==> src/common/AdcAcqPkg.sv <==
// Shared definitions for the calorimeter ADC acquisition path
package AdcAcqPkg;

    ////////////////////////////////////////////////////////////////////
    // Converter and output word widths
    ////////////////////////////////////////////////////////////////////

    // AD9220 class converter code width
    localparam int AdcWidth = 12;

    // Width of one word passed upward
    localparam int WordWidth = 16;

    // Unused high bits of the output word
    localparam int PadWidth = WordWidth - AdcWidth - 1;

    // Output word, zero padding on top, then out-of-range, then code
    typedef struct packed {
        logic [PadWidth-1:0] Zero;
        logic                Otr;
        logic [AdcWidth-1:0] Code;
    } AdcWord_t;

    ////////////////////////////////////////////////////////////////////
    // Converter pipeline
    ////////////////////////////////////////////////////////////////////

    // Conversions in flight inside the converter
    // First samples after the clock starts are stale
    localparam int PipeDiscard = 3;

    // Counter width that can reach PipeDiscard
    localparam int DiscardWidth = $clog2(PipeDiscard + 1);

endpackage

==> src/adcControl/Ad9220Interface.sv <==
`timescale 1ns/1ps

module Ad9220Interface
    import AdcAcqPkg::*;
#(
    // Clk cycles per ADC clock period, even, at least 4
    parameter int AdcClkDiv = 10
) (
    input  logic                Clk,
    input  logic                reset_n,
    input  logic                AdcStart,
    input  logic [AdcWidth-1:0] AdcCode,
    input  logic                AdcOtr,
    output logic                AdcClk,
    output logic [AdcWidth-1:0] SampleCode,
    output logic                SampleOtr,
    output logic                SampleValid
);

    ////////////////////////////////////////////////////////////////////
    // Phase counter constants
    ////////////////////////////////////////////////////////////////////

    localparam int HalfDiv    = AdcClkDiv / 2;
    localparam int PhaseWidth = $clog2(AdcClkDiv);

    // Last Clk cycle of the high phase
    localparam logic [PhaseWidth-1:0] FallPhase = PhaseWidth'(HalfDiv - 1);
    // Pins are registered going into the last cycle of a period
    localparam logic [PhaseWidth-1:0] CapPhase  = PhaseWidth'(AdcClkDiv - 2);
    // Last Clk cycle of the low phase
    localparam logic [PhaseWidth-1:0] LastPhase = PhaseWidth'(AdcClkDiv - 1);

    // Divider only makes sense for even ratios of 4 or more
    if ((AdcClkDiv < 4) || (AdcClkDiv % 2 != 0)) begin : gBadDiv
        $error("AdcClkDiv must be even and at least 4");
    end

    logic                  Running;
    logic [PhaseWidth-1:0] PhaseCnt;
    logic                  CaptureNow;

    ////////////////////////////////////////////////////////////////////
    // ADC clock generation
    ////////////////////////////////////////////////////////////////////

    // Period starts with the high phase at PhaseCnt 0
    // Stop is only taken at the period end, so the low phase is never cut
    always_ff @(posedge Clk or negedge reset_n) begin
        if (!reset_n) begin
            Running  <= 1'b0;
            PhaseCnt <= '0;
            AdcClk   <= 1'b0;
        end else if (!Running) begin
            // First rising edge one cycle after start
            if (AdcStart) begin
                Running  <= 1'b1;
                PhaseCnt <= '0;
                AdcClk   <= 1'b1;
            end
        end else if (PhaseCnt == LastPhase) begin
            PhaseCnt <= '0;
            if (AdcStart) begin
                AdcClk <= 1'b1;
            end else begin
                // Leave the clock parked low
                Running <= 1'b0;
            end
        end else begin
            PhaseCnt <= PhaseCnt + 1'b1;
            if (PhaseCnt == FallPhase) begin
                AdcClk <= 1'b0;
            end
        end
    end

    ////////////////////////////////////////////////////////////////////
    // Sample capture
    ////////////////////////////////////////////////////////////////////

    // One Clk before the rising edge, pins hold the previous conversion
    assign CaptureNow = Running && AdcStart && (PhaseCnt == CapPhase);

    // Code and flag taken on the same edge from one conversion
    always_ff @(posedge Clk) begin
        if (CaptureNow) begin
            SampleCode <= AdcCode;
            SampleOtr  <= AdcOtr;
        end
    end

    // Strobe in the cycle the captured sample is visible
    always_ff @(posedge Clk or negedge reset_n) begin
        if (!reset_n) begin
            SampleValid <= 1'b0;
        end else begin
            SampleValid <= CaptureNow;
        end
    end

    ////////////////////////////////////////////////////////////////////
    // Checks
    ////////////////////////////////////////////////////////////////////

    // Parked divider never strobes
    aNoStrobeStopped: assert property (@(posedge Clk) disable iff (!reset_n)
        !Running |-> !SampleValid)
        else $error("SampleValid while ADC clock is stopped");

    // One strobe per ADC period
    aSingleStrobe: assert property (@(posedge Clk) disable iff (!reset_n)
        SampleValid |=> !SampleValid)
        else $error("SampleValid high in two consecutive cycles");

endmodule

==> src/adcControl/AdcControl.sv <==
`timescale 1ns/1ps

module AdcControl
    import AdcAcqPkg::*;
(
    input  logic                Clk,
    input  logic                reset_n,
    input  logic                Hold,
    input  logic                StartAcq,
    input  logic [3:0]          AdcStartDelay,
    input  logic [7:0]          AdcDataNumber,
    input  logic [AdcWidth-1:0] SampleCode,
    input  logic                SampleOtr,
    input  logic                SampleValid,
    output logic                AdcStart,
    output AdcWord_t            Data,
    output logic                DataValid,
    output logic                AcqDone
);

    typedef enum logic [2:0] {
        Idle,
        StartDelay,
        Discard,
        Acquire,
        Done
    } AcqState_t;

    AcqState_t State;

    // Hold synchronizer and edge history
    logic HoldMeta;
    logic HoldSync;
    logic HoldSyncD;
    logic HoldRise;

    // Counters, all on Clk
    logic [3:0]              DelayCnt;
    logic [DiscardWidth-1:0] DiscardCnt;
    logic [7:0]              WordCnt;

    // End of run, word budget spent or Hold gone
    logic AcqEnd;

    ////////////////////////////////////////////////////////////////////
    // Hold synchronizer
    ////////////////////////////////////////////////////////////////////

    // Two flops for the asynchronous Hold, a third for the edge
    always_ff @(posedge Clk or negedge reset_n) begin
        if (!reset_n) begin
            HoldMeta  <= 1'b0;
            HoldSync  <= 1'b0;
            HoldSyncD <= 1'b0;
        end else begin
            HoldMeta  <= Hold;
            HoldSync  <= HoldMeta;
            HoldSyncD <= HoldSync;
        end
    end

    assign HoldRise = HoldSync && !HoldSyncD;

    ////////////////////////////////////////////////////////////////////
    // End condition and output strobe
    ////////////////////////////////////////////////////////////////////

    // Zero words requested ends the run right away
    assign AcqEnd = (WordCnt == AdcDataNumber) || !HoldSync;

    // No strobe once the end is seen
    assign DataValid = (State == Acquire) && SampleValid && !AcqEnd;

    // One cycle in Done
    assign AcqDone = (State == Done);

    // Word layout from the package type
    always_comb begin
        Data      = '0;
        Data.Otr  = SampleOtr;
        Data.Code = SampleCode;
    end

    ////////////////////////////////////////////////////////////////////
    // Acquisition FSM
    ////////////////////////////////////////////////////////////////////

    always_ff @(posedge Clk or negedge reset_n) begin
        if (!reset_n) begin
            State      <= Idle;
            AdcStart   <= 1'b0;
            DelayCnt   <= '0;
            DiscardCnt <= '0;
            WordCnt    <= '0;
        end else begin
            case (State)
                Idle: begin
                    DelayCnt   <= '0;
                    DiscardCnt <= '0;
                    WordCnt    <= '0;
                    // Only an armed Hold edge starts a run
                    if (StartAcq && HoldRise) begin
                        State <= StartDelay;
                    end
                end

                StartDelay: begin
                    // Count 0..AdcStartDelay, then start the converter
                    if (DelayCnt < AdcStartDelay) begin
                        DelayCnt <= DelayCnt + 1'b1;
                    end else begin
                        State    <= Discard;
                        AdcStart <= 1'b1;
                    end
                end

                Discard: begin
                    if (AcqEnd) begin
                        State    <= Done;
                        AdcStart <= 1'b0;
                    end else if (SampleValid) begin
                        // Drop samples still inside the converter pipeline
                        if (DiscardCnt == DiscardWidth'(PipeDiscard - 1)) begin
                            State <= Acquire;
                        end
                        DiscardCnt <= DiscardCnt + 1'b1;
                    end
                end

                Acquire: begin
                    if (AcqEnd) begin
                        State    <= Done;
                        AdcStart <= 1'b0;
                    end else if (DataValid) begin
                        WordCnt <= WordCnt + 1'b1;
                    end
                end

                Done: begin
                    State <= Idle;
                end

                default: begin
                    State    <= Idle;
                    AdcStart <= 1'b0;
                end
            endcase
        end
    end

    ////////////////////////////////////////////////////////////////////
    // Checks
    ////////////////////////////////////////////////////////////////////

    // Words only while acquiring with the converter running
    aDataInAcq: assert property (@(posedge Clk) disable iff (!reset_n)
        DataValid |-> (State == Acquire) && AdcStart)
        else $error("DataValid outside the acquire state");

    // Converter held stopped whenever the FSM rests
    aIdleStopped: assert property (@(posedge Clk) disable iff (!reset_n)
        (State == Idle) |-> !AdcStart)
        else $error("AdcStart high in idle");

    // Never more words than requested
    aWordLimit: assert property (@(posedge Clk) disable iff (!reset_n)
        (State != Idle) |-> (WordCnt <= AdcDataNumber))
        else $error("Word count above AdcDataNumber");

endmodule

==> src/verilog/AdcAcqTop.sv <==
`timescale 1ns/1ps

module AdcAcqTop
    import AdcAcqPkg::*;
#(
    // Clk cycles per ADC clock period
    parameter int AdcClkDiv = 10
) (
    input  logic                Clk,
    input  logic                reset_n,
    input  logic                Hold,
    input  logic                StartAcq,
    input  logic [3:0]          AdcStartDelay,
    input  logic [7:0]          AdcDataNumber,
    input  logic [AdcWidth-1:0] AdcCode,
    input  logic                AdcOtr,
    output logic                AdcClk,
    output AdcWord_t            Data,
    output logic                DataValid,
    output logic                AcqDone
);

    // Controller to converter interface
    logic                AdcStart;
    logic [AdcWidth-1:0] SampleCode;
    logic                SampleOtr;
    logic                SampleValid;

    ////////////////////////////////////////////////////////////////////
    // Acquisition controller
    ////////////////////////////////////////////////////////////////////

    AdcControl uAdcControl (
        .Clk           (Clk),
        .reset_n       (reset_n),
        .Hold          (Hold),
        .StartAcq      (StartAcq),
        .AdcStartDelay (AdcStartDelay),
        .AdcDataNumber (AdcDataNumber),
        .SampleCode    (SampleCode),
        .SampleOtr     (SampleOtr),
        .SampleValid   (SampleValid),
        .AdcStart      (AdcStart),
        .Data          (Data),
        .DataValid     (DataValid),
        .AcqDone       (AcqDone)
    );

    ////////////////////////////////////////////////////////////////////
    // Converter pin interface
    ////////////////////////////////////////////////////////////////////

    // Divider ratio handed down from here
    Ad9220Interface #(
        .AdcClkDiv (AdcClkDiv)
    ) uAd9220Interface (
        .Clk         (Clk),
        .reset_n     (reset_n),
        .AdcStart    (AdcStart),
        .AdcCode     (AdcCode),
        .AdcOtr      (AdcOtr),
        .AdcClk      (AdcClk),
        .SampleCode  (SampleCode),
        .SampleOtr   (SampleOtr),
        .SampleValid (SampleValid)
    );

endmodule

==> config.mk <==
export PLATFORM = sky130hd
export DESIGN_NAME = AdcAcqTop
export DESIGN_NICKNAME = d
export VERILOG_FILES = /design/src/common/AdcAcqPkg.sv /design/src/adcControl/Ad9220Interface.sv /design/src/adcControl/AdcControl.sv /design/src/verilog/AdcAcqTop.sv
export SDC_FILE = /design/constraint.sdc
export NUM_CORES = 1
export LEC_CHECK = 0
export ABC_AREA = 1
export BUFFER_PORTS_ARGS = -buffer_cell sky130_fd_sc_hd__buf_2
export CORE_MARGIN = 1.5
export CORE_UTILIZATION = 58
export CTS_CLUSTER_SIZE = 30
export DETAILED_ROUTE_END_ITERATION = 8
export HOLD_SLACK_MARGIN = 0.15
export PLACE_DENSITY = 0.81
export SLEW_MARGIN = 20
export SYNTH_ARGS = -nofsm -noshare
export SYNTH_HDL_FRONTEND = slang
export SYNTH_HIERARCHICAL = 1
export SYNTH_SLANG_ARGS = --single-unit
==> constraint.sdc <==
create_clock -name Clk -period 3.8 [get_ports Clk]
set_clock_uncertainty 0.15 [all_clocks]
set_input_delay 0.38 -clock Clk [delete_from_list [all_inputs] [get_ports Clk]]
set_output_delay 0.38 -clock Clk [all_outputs]
set_load 0.03 [all_outputs]
==> results of run 1 <==
## cell usage after synthesis
cell and n:
xnor2_1 4, o31ai_1 1, nor3_1 5, a21oi_1 4, inv_2 4, buf_4 16
dfrtp_1 28, conb_1 1, inv_1 37, nand2_1 69, nand3_2 2, o21ai_0 8
edfxtp_1 13, xor2_1 4, nand2_2 4, buf_6 1, nand3b_1 1, or2_4 1
nand3_1 15, ha_1 6, nor2_2 3, o21ai_1 4, nand4_1 1, mux2i_1 1
a22o_1 1, nor2_1 28
## kinds of logic after synthesis
kind of cell    synth area share (%)
compound gates                  4.42
fa+ha+maj                       3.44
xor+xnor                        3.21
flops                           50.0
other cells                    0.172
simple gates                    25.2
mux                            0.459
buf+inv                         13.1
## flip-flops by register name, indices dropped and copies added (netlist names)
register,cells
uAd9220Interface/Running,1
uAdcControl/DiscardCnt,2
uAdcControl/State,3
uAdcControl/WordCnt,8
uAd9220Interface/SampleCode,12
uAd9220Interface/SampleValid,1
uAdcControl/HoldSync,1
uAd9220Interface/PhaseCnt,4
uAd9220Interface/SampleOtr,1
uAd9220Interface/AdcClk,1
uAdcControl/HoldMeta,1
uAdcControl/AdcStart,1
uAdcControl/DelayCnt,4
uAdcControl/HoldSyncD,1
## cell type report
class                      instances  area, sq um  area share (%)
timing repair buffer              59          370            14.1
tap                               48         60.1            2.28
multi-input combinational        165          818            31.1
clock inverter                     3         68.8            2.62
inverter                          41          154            5.85
clock buffer                       5         68.8            2.62
sequential                        41         1090            41.5
## path summary, 6_finish.rpt
kind                                         endpoint  slack [ns]  cells after the start
hold / removal                   uAdcControl/HoldSync        0.21                      0
min in group asynchronous      uAdcControl/WordCnt[5]        0.47                      2
setup reg to reg           uAd9220Interface/SampleOtr        1.84                      3
setup / recovery                            DataValid        1.51                     11
hold reg to reg                  uAdcControl/HoldSync        0.21                      0
max in group asynchronous     uAd9220Interface/AdcClk        2.61                      2
## cell usage in the layout (no fill, tap or decap), drive strengths merged, types with 5 or more instances in the layout
cell type | netlist | layout
dfrtp | 28 | 28
dlygate4sd3 | 0 | 15
nor3 | 5 | 5
ha | 6 | 6
nand2 | 73 | 73
edfxtp | 13 | 13
inv | 41 | 42
clkbuf | 0 | 5
nand3 | 17 | 17
nor2 | 31 | 31
o21ai | 12 | 12
buf | 17 | 44
## worst register-to-register path: stages (launching register included)
cell and delay [ns]:
dfrtp_1 0.43, nor2_1 0.16, nand2_1 0.10, nor3_2 0.75
## power by group
part / internal (uW) / switching, uW
logic: 168 / 323
clock network: 264 / 149
registers: 528 / 66.0
total: 960 / 538
## through the flow
stage / hold slack, ns / power, uW / std cells / setup slack, ns / utilization, %
2_1_floorplan: -0.0656 / 974 / 264 / 1.66 / -
3_3_place_gp: 0.184 / 1050 / 339 / 1.90 / 64.5
3_5_place_dp: 0.191 / 1070 / 339 / 1.86 / 64.5
4_1_cts: 0.209 / 1500 / 362 / 1.51 / 72.4
5_1_grt: 0.211 / 1600 / 362 / 1.31 / 72.4
6_report: 0.206 / 1500 / 362 / 1.51 / 72.4
## per-layer routing
metal | vias up | wire length, microns | track usage [%]
met2 | 54 | 1960 | 35.3
met5 | - | 0 | 0
met1 | 766 | 1690 | 24.2
met4 | 0 | 47 | 7.71
met3 | 4 | 240 | 6.69
li1 | 895 | - | -
==> results.py, run 1 <==
metrics = {
    "clock_network": {
        "cts_buffers": 5,
        "cts_root_buffer": "clkbuf_8",
        "clk_path_buf_depth": 2,
        "post_cts.repair.setup_buffers": 0,
        "hold_buffers": 15,
        "insertion_delay_ns": 0.29,
        "cts_tree": "yes",
        "path_clk_slew_ns": 0.08,
        "post_cts_resized": 0,
        "htree_num_levels": 2,
        "clock_sinks": 41,
    },
    "flow_run": {
        "cap_violations": 0,
    },
    "power": {
        "vdd_ir_drop_max_mv": 0.391,
        "p_leak_uw": 0.00135,
        "power_density_nw_per_um2": 569,
    },
    "synthesis": {
        "ys_warn_count": 6,
        "syn_area_per_cell_sq_um": 8.33,
        "yosysTopAreaCellShare_pct": 32.1,
        "syn_inst": 262,
        "synthTopCellsByArea": "dfrtp_1, edfxtp_1, nand2_1",
        "ys_types": 26,
        "netlist_area_sq_um": 2180,
        "yosysTopAreaCell": "dfrtp_1",
        "ys_seq_elements": 41,
        "yosysSeqAreaShare_pct": 50.0,
    },
    "worst_hold_path": {
        "hp-start": "uAdcControl/HoldMeta",
        "hold_class": "reg -> reg",
    },
    "timing": {
        "setup_viol": 0,
        "fin_crit_sh_pct": 60.4,
        "slew_viol_final": 0,
        "slew_headroom_pct": 34.1,
        "finalHoldViolCount": 0,
        "worst_pin_slew_ns": 0.984,
        "layout_min_cycle_time_ns": 2.29,
        "rsz0062_at_grt": "false",
        "timing.fmax_mhz": 436,
        "tns_ns": 0,
    },
    "worst_setup_path": {
        "arrival_ns": 1.76,
        "startpoint": "uAdcControl/WordCnt[5]",
        "slowest_delay_ns": 0.41,
        "path_common_cell": "nand2_1",
        "critPathKind": "reg -> out",
        "reg2reg_from": "uAd9220Interface/PhaseCnt[2]",
        "path_max_fanout": 4,
        "crit_required_ns": 3.27,
        "cp.buffers_inverters": 4,
        "cp-start-kind": "flip-flop",
        "critPathTopFamily": "simple AND/OR/NAND/NOR gates",
        "slowest_stage": "dfrtp_1",
        "path_cells": "inv_1 > nand2_1 > nand2_1 > nand2_1 > nor2_1 > nand2_2 > nand2_2 > inv_2 > nand3_2 > inv_1 > buf_2",
        "cp-end-kind": "primary output",
    },
    "die": {
        "rows": 22,
        "io-pin-count": 48,
        "dieArea_sq_um": 4140,
        "core_sq_um": 3630,
        "fp.dieH_microns": 64.3,
        "start_util_pct": 60.1,
        "dieWidth_microns": 64.3,
    },
    "global_routing": {
        "antenna_found_initial": 0,
        "track_usage_pct": 20.7,
        "grt_max_degree": 29,
        "overflow": 0,
        "grt_pass1_wl_microns": 6530,
        "grt_pass1_vias": 1596,
    },
    "routing": {
        "vias": 1719,
        "ant_nets": 0,
        "vias_per_cell": 4.75,
        "drt_first_iter_violations": 103,
        "drt_wl_total_microns": 3940,
        "drt_pass1_iterations": 4,
        "wire_per_inst_microns": 10.9,
        "post-route-drc-count": 0,
    },
    "cells_and_area": {
        "syn_to_final_growth_pct": 20.6,
        "num-fill-cells": 280,
        "nets": 348,
        "design_area_sq_um": 2630,
        "drive_above_1_share_pct": 21.3,
        "insertedDiodeCount": 0,
    },
    "placed_design": {
        "dp_hpwl_microns": 2670,
        "place.gp.congestion": 0.913,
        "post_dp_cell_area_sq_um": 2340,
        "numPortBuffers": 44,
    },
    "status": {
        "status": "completed",
    },
}
Power figures use the tool's default switching activity.
==> run 2, diff against run 1 <==
Settings changed: CORE_UTILIZATION 58 to 49, PLACE_DENSITY 0.81 to 0.73.
Clock period 3.8 ns to 2.05 ns, I/O delays scaled along.
==> run 2 against run 1 <==
Net effect:
- die area rose by 17%
- global-route usage decreased by 2.6 points
- cell count up 3.6%
- critical endpoint unchanged
==> results.py, run 2 (synthesized netlist as in run 1, its figures left out) <==
metrics = {
    "status": {
        "status": "completed",
    },
    "routing": {
        "drt_wl_total_microns": 4100,
        "vias_per_cell": 4.75,
        "drt_first_iter_violations": 105,
        "vias": 1783,
        "ant_nets": 0,
        "drt_pass1_iterations": 4,
        "wire_per_inst_microns": 10.9,
        "post-route-drc-count": 0,
    },
    "timing": {
        "layout_min_cycle_time_ns": 1.96,
        "finalHoldViolCount": 0,
        "slew_viol_final": 0,
        "rsz0062_at_grt": "false",
        "fin_crit_sh_pct": 95.5,
        "timing.fmax_mhz": 511,
        "worst_pin_slew_ns": 0.637,
        "setup_viol": 0,
        "slew_headroom_pct": 57.5,
        "setup_ws_ns": 0.0931,
        "tns_ns": 0,
    },
    "cells_and_area": {
        "num-fill-cells": 386,
        "final-seq-area_sq_um": 1090,
        "top_regs": "uAd9220Interface/SampleCode x12, uAdcControl/WordCnt x8",
        "multi_input_area_sq_um": 821,
        "final_cell_mix": "nand2_1, buf_2, inv_1, dfrtp_1, nor2_1",
        "final_common_cell": "nand2_1",
        "drive_above_1_share_pct": 25.4,
        "fin_cells": 375,
        "insertedDiodeCount": 0,
        "syn_to_final_growth_pct": 23.3,
        "nets": 357,
        "largest_register_ffs": 12,
        "regMostFlops": "uAd9220Interface/SampleCode",
    },
    "global_routing": {
        "grt_max_degree": 29,
        "track_usage_pct": 18.1,
        "grt_pass1_vias": 1676,
        "overflow": 0,
        "antenna_found_initial": 0,
        "grt_pass1_wl_microns": 6980,
    },
    "placed_design": {
        "place_ws_ns": 0.329,
        "dp_hpwl_microns": 2780,
        "numPortBuffers": 44,
        "place.gp.congestion": 0.862,
        "dp_cells": 345,
    },
    "worst_setup_path": {
        "cp-end-kind": "primary output",
        "path_max_fanout": 5,
        "arrival_ns": 1.60,
        "cp-start-kind": "flip-flop",
        "startpoint": "uAdcControl/WordCnt[3]",
        "critPathKind": "reg -> out",
        "crit_required_ns": 1.69,
        "reg2reg_from": "uAdcControl/WordCnt[3]",
    },
    "clock_network": {
        "clk_path_buf_depth": 2,
        "insertion_delay_ns": 0.30,
        "clock_sinks": 41,
        "path_clk_slew_ns": 0.08,
        "htree_num_levels": 2,
        "cts_root_buffer": "clkbuf_8",
        "cts_buffers": 5,
        "cts_tree": "yes",
    },
    "power": {
        "power_density_nw_per_um2": 990,
        "vdd_ir_drop_max_mv": 0.523,
        "p_leak_uw": 0.00139,
    },
    "flow_run": {
        "cap_violations": 0,
    },
    "die": {
        "dieArea_sq_um": 4860,
        "io-pin-count": 48,
        "fp.dieH_microns": 69.7,
        "start_util_pct": 50.5,
        "core_sq_um": 4320,
        "rows": 24,
        "dieWidth_microns": 69.7,
    },
    "worst_hold_path": {
        "hold_class": "reg -> reg",
        "hp-start": "uAdcControl/HoldMeta",
    },
}
run 2: through the flow:
| step | util, % | total power (uW) | hold WS [ns] | cell area [sq um] |
|---|---|---|---|---|
| after floorplan | - | 1810 | -0.241 | 2190 |
| after global placement | 54.7 | 1970 | 0.114 | 2360 |
| after detailed placement | 54.7 | 1990 | 0.117 | 2360 |
| after CTS | 60.8 | 2690 | 0.207 | 2630 |
| after global routing | 62.2 | 2890 | 0.223 | 2690 |
| final | 62.2 | 2660 | 0.204 | 2690 |
run 2: critical path, stage by stage, from the launching register on:
cell and delay, ns:
dfrtp_1 0.44, xnor2_1 0.18, nand2_1 0.09, nor2_2 0.12, nand2_2 0.08, nand2_2 0.08, inv_2 0.05, nand3_2 0.08
inv_2 0.05, buf_6 0.13
run 2: cell type report:
type,count,share of cell area (%)
clock buffers,5,2.56
repair buffers,68,16.5
flip-flops and latches,41,40.6
inverters,41,5.72
clock inverters,3,1.72
well taps,52,2.42
multi-input cells,165,30.5
run 2: where the power goes:
part / internal [uW] / leakage (uW) / total, uW / switching, uW
Combinational: 317 / 0.000852 / 903 / 586
Clock: 364 / 0.0000543 / 657 / 293
Sequential: 978 / 0.000482 / 1100 / 126
Total: 1660 / 0.00139 / 2660 / 1010
run 2: repair_timing:
item	in CTS	in global routing
resized for setup	0	9
hold buffers	15	0
hold endpoints to repair	42	0
setup buffers	0	7
setup endpoints to repair	0	1
run 2: final timing paths:
kind | end | slack [ns] | cells past startpoint
worst min register to register | uAdcControl/HoldSync | 0.20 | 0
worst max-delay path | DataValid | 0.09 | 9
worst min-delay path | uAdcControl/HoldSync | 0.20 | 0
max in group asynchronous | uAdcControl/DiscardCnt[1] | 1.03 | 2
worst max register to register | uAdcControl/State[0] | 0.24 | 11
min in group asynchronous | uAdcControl/WordCnt[0] | 0.31 | 2
run 2: metal layers:
metal / vias to the layer above / routed length [microns] / GRT usage (%)
li1: 919 / - / -
met1: 816 / 1880 / 23.1
met2: 41 / 1960 / 29.6
met3: 7 / 194 / 4.51
met4: 0 / 64 / 7.26
met5: - / 0 / 0
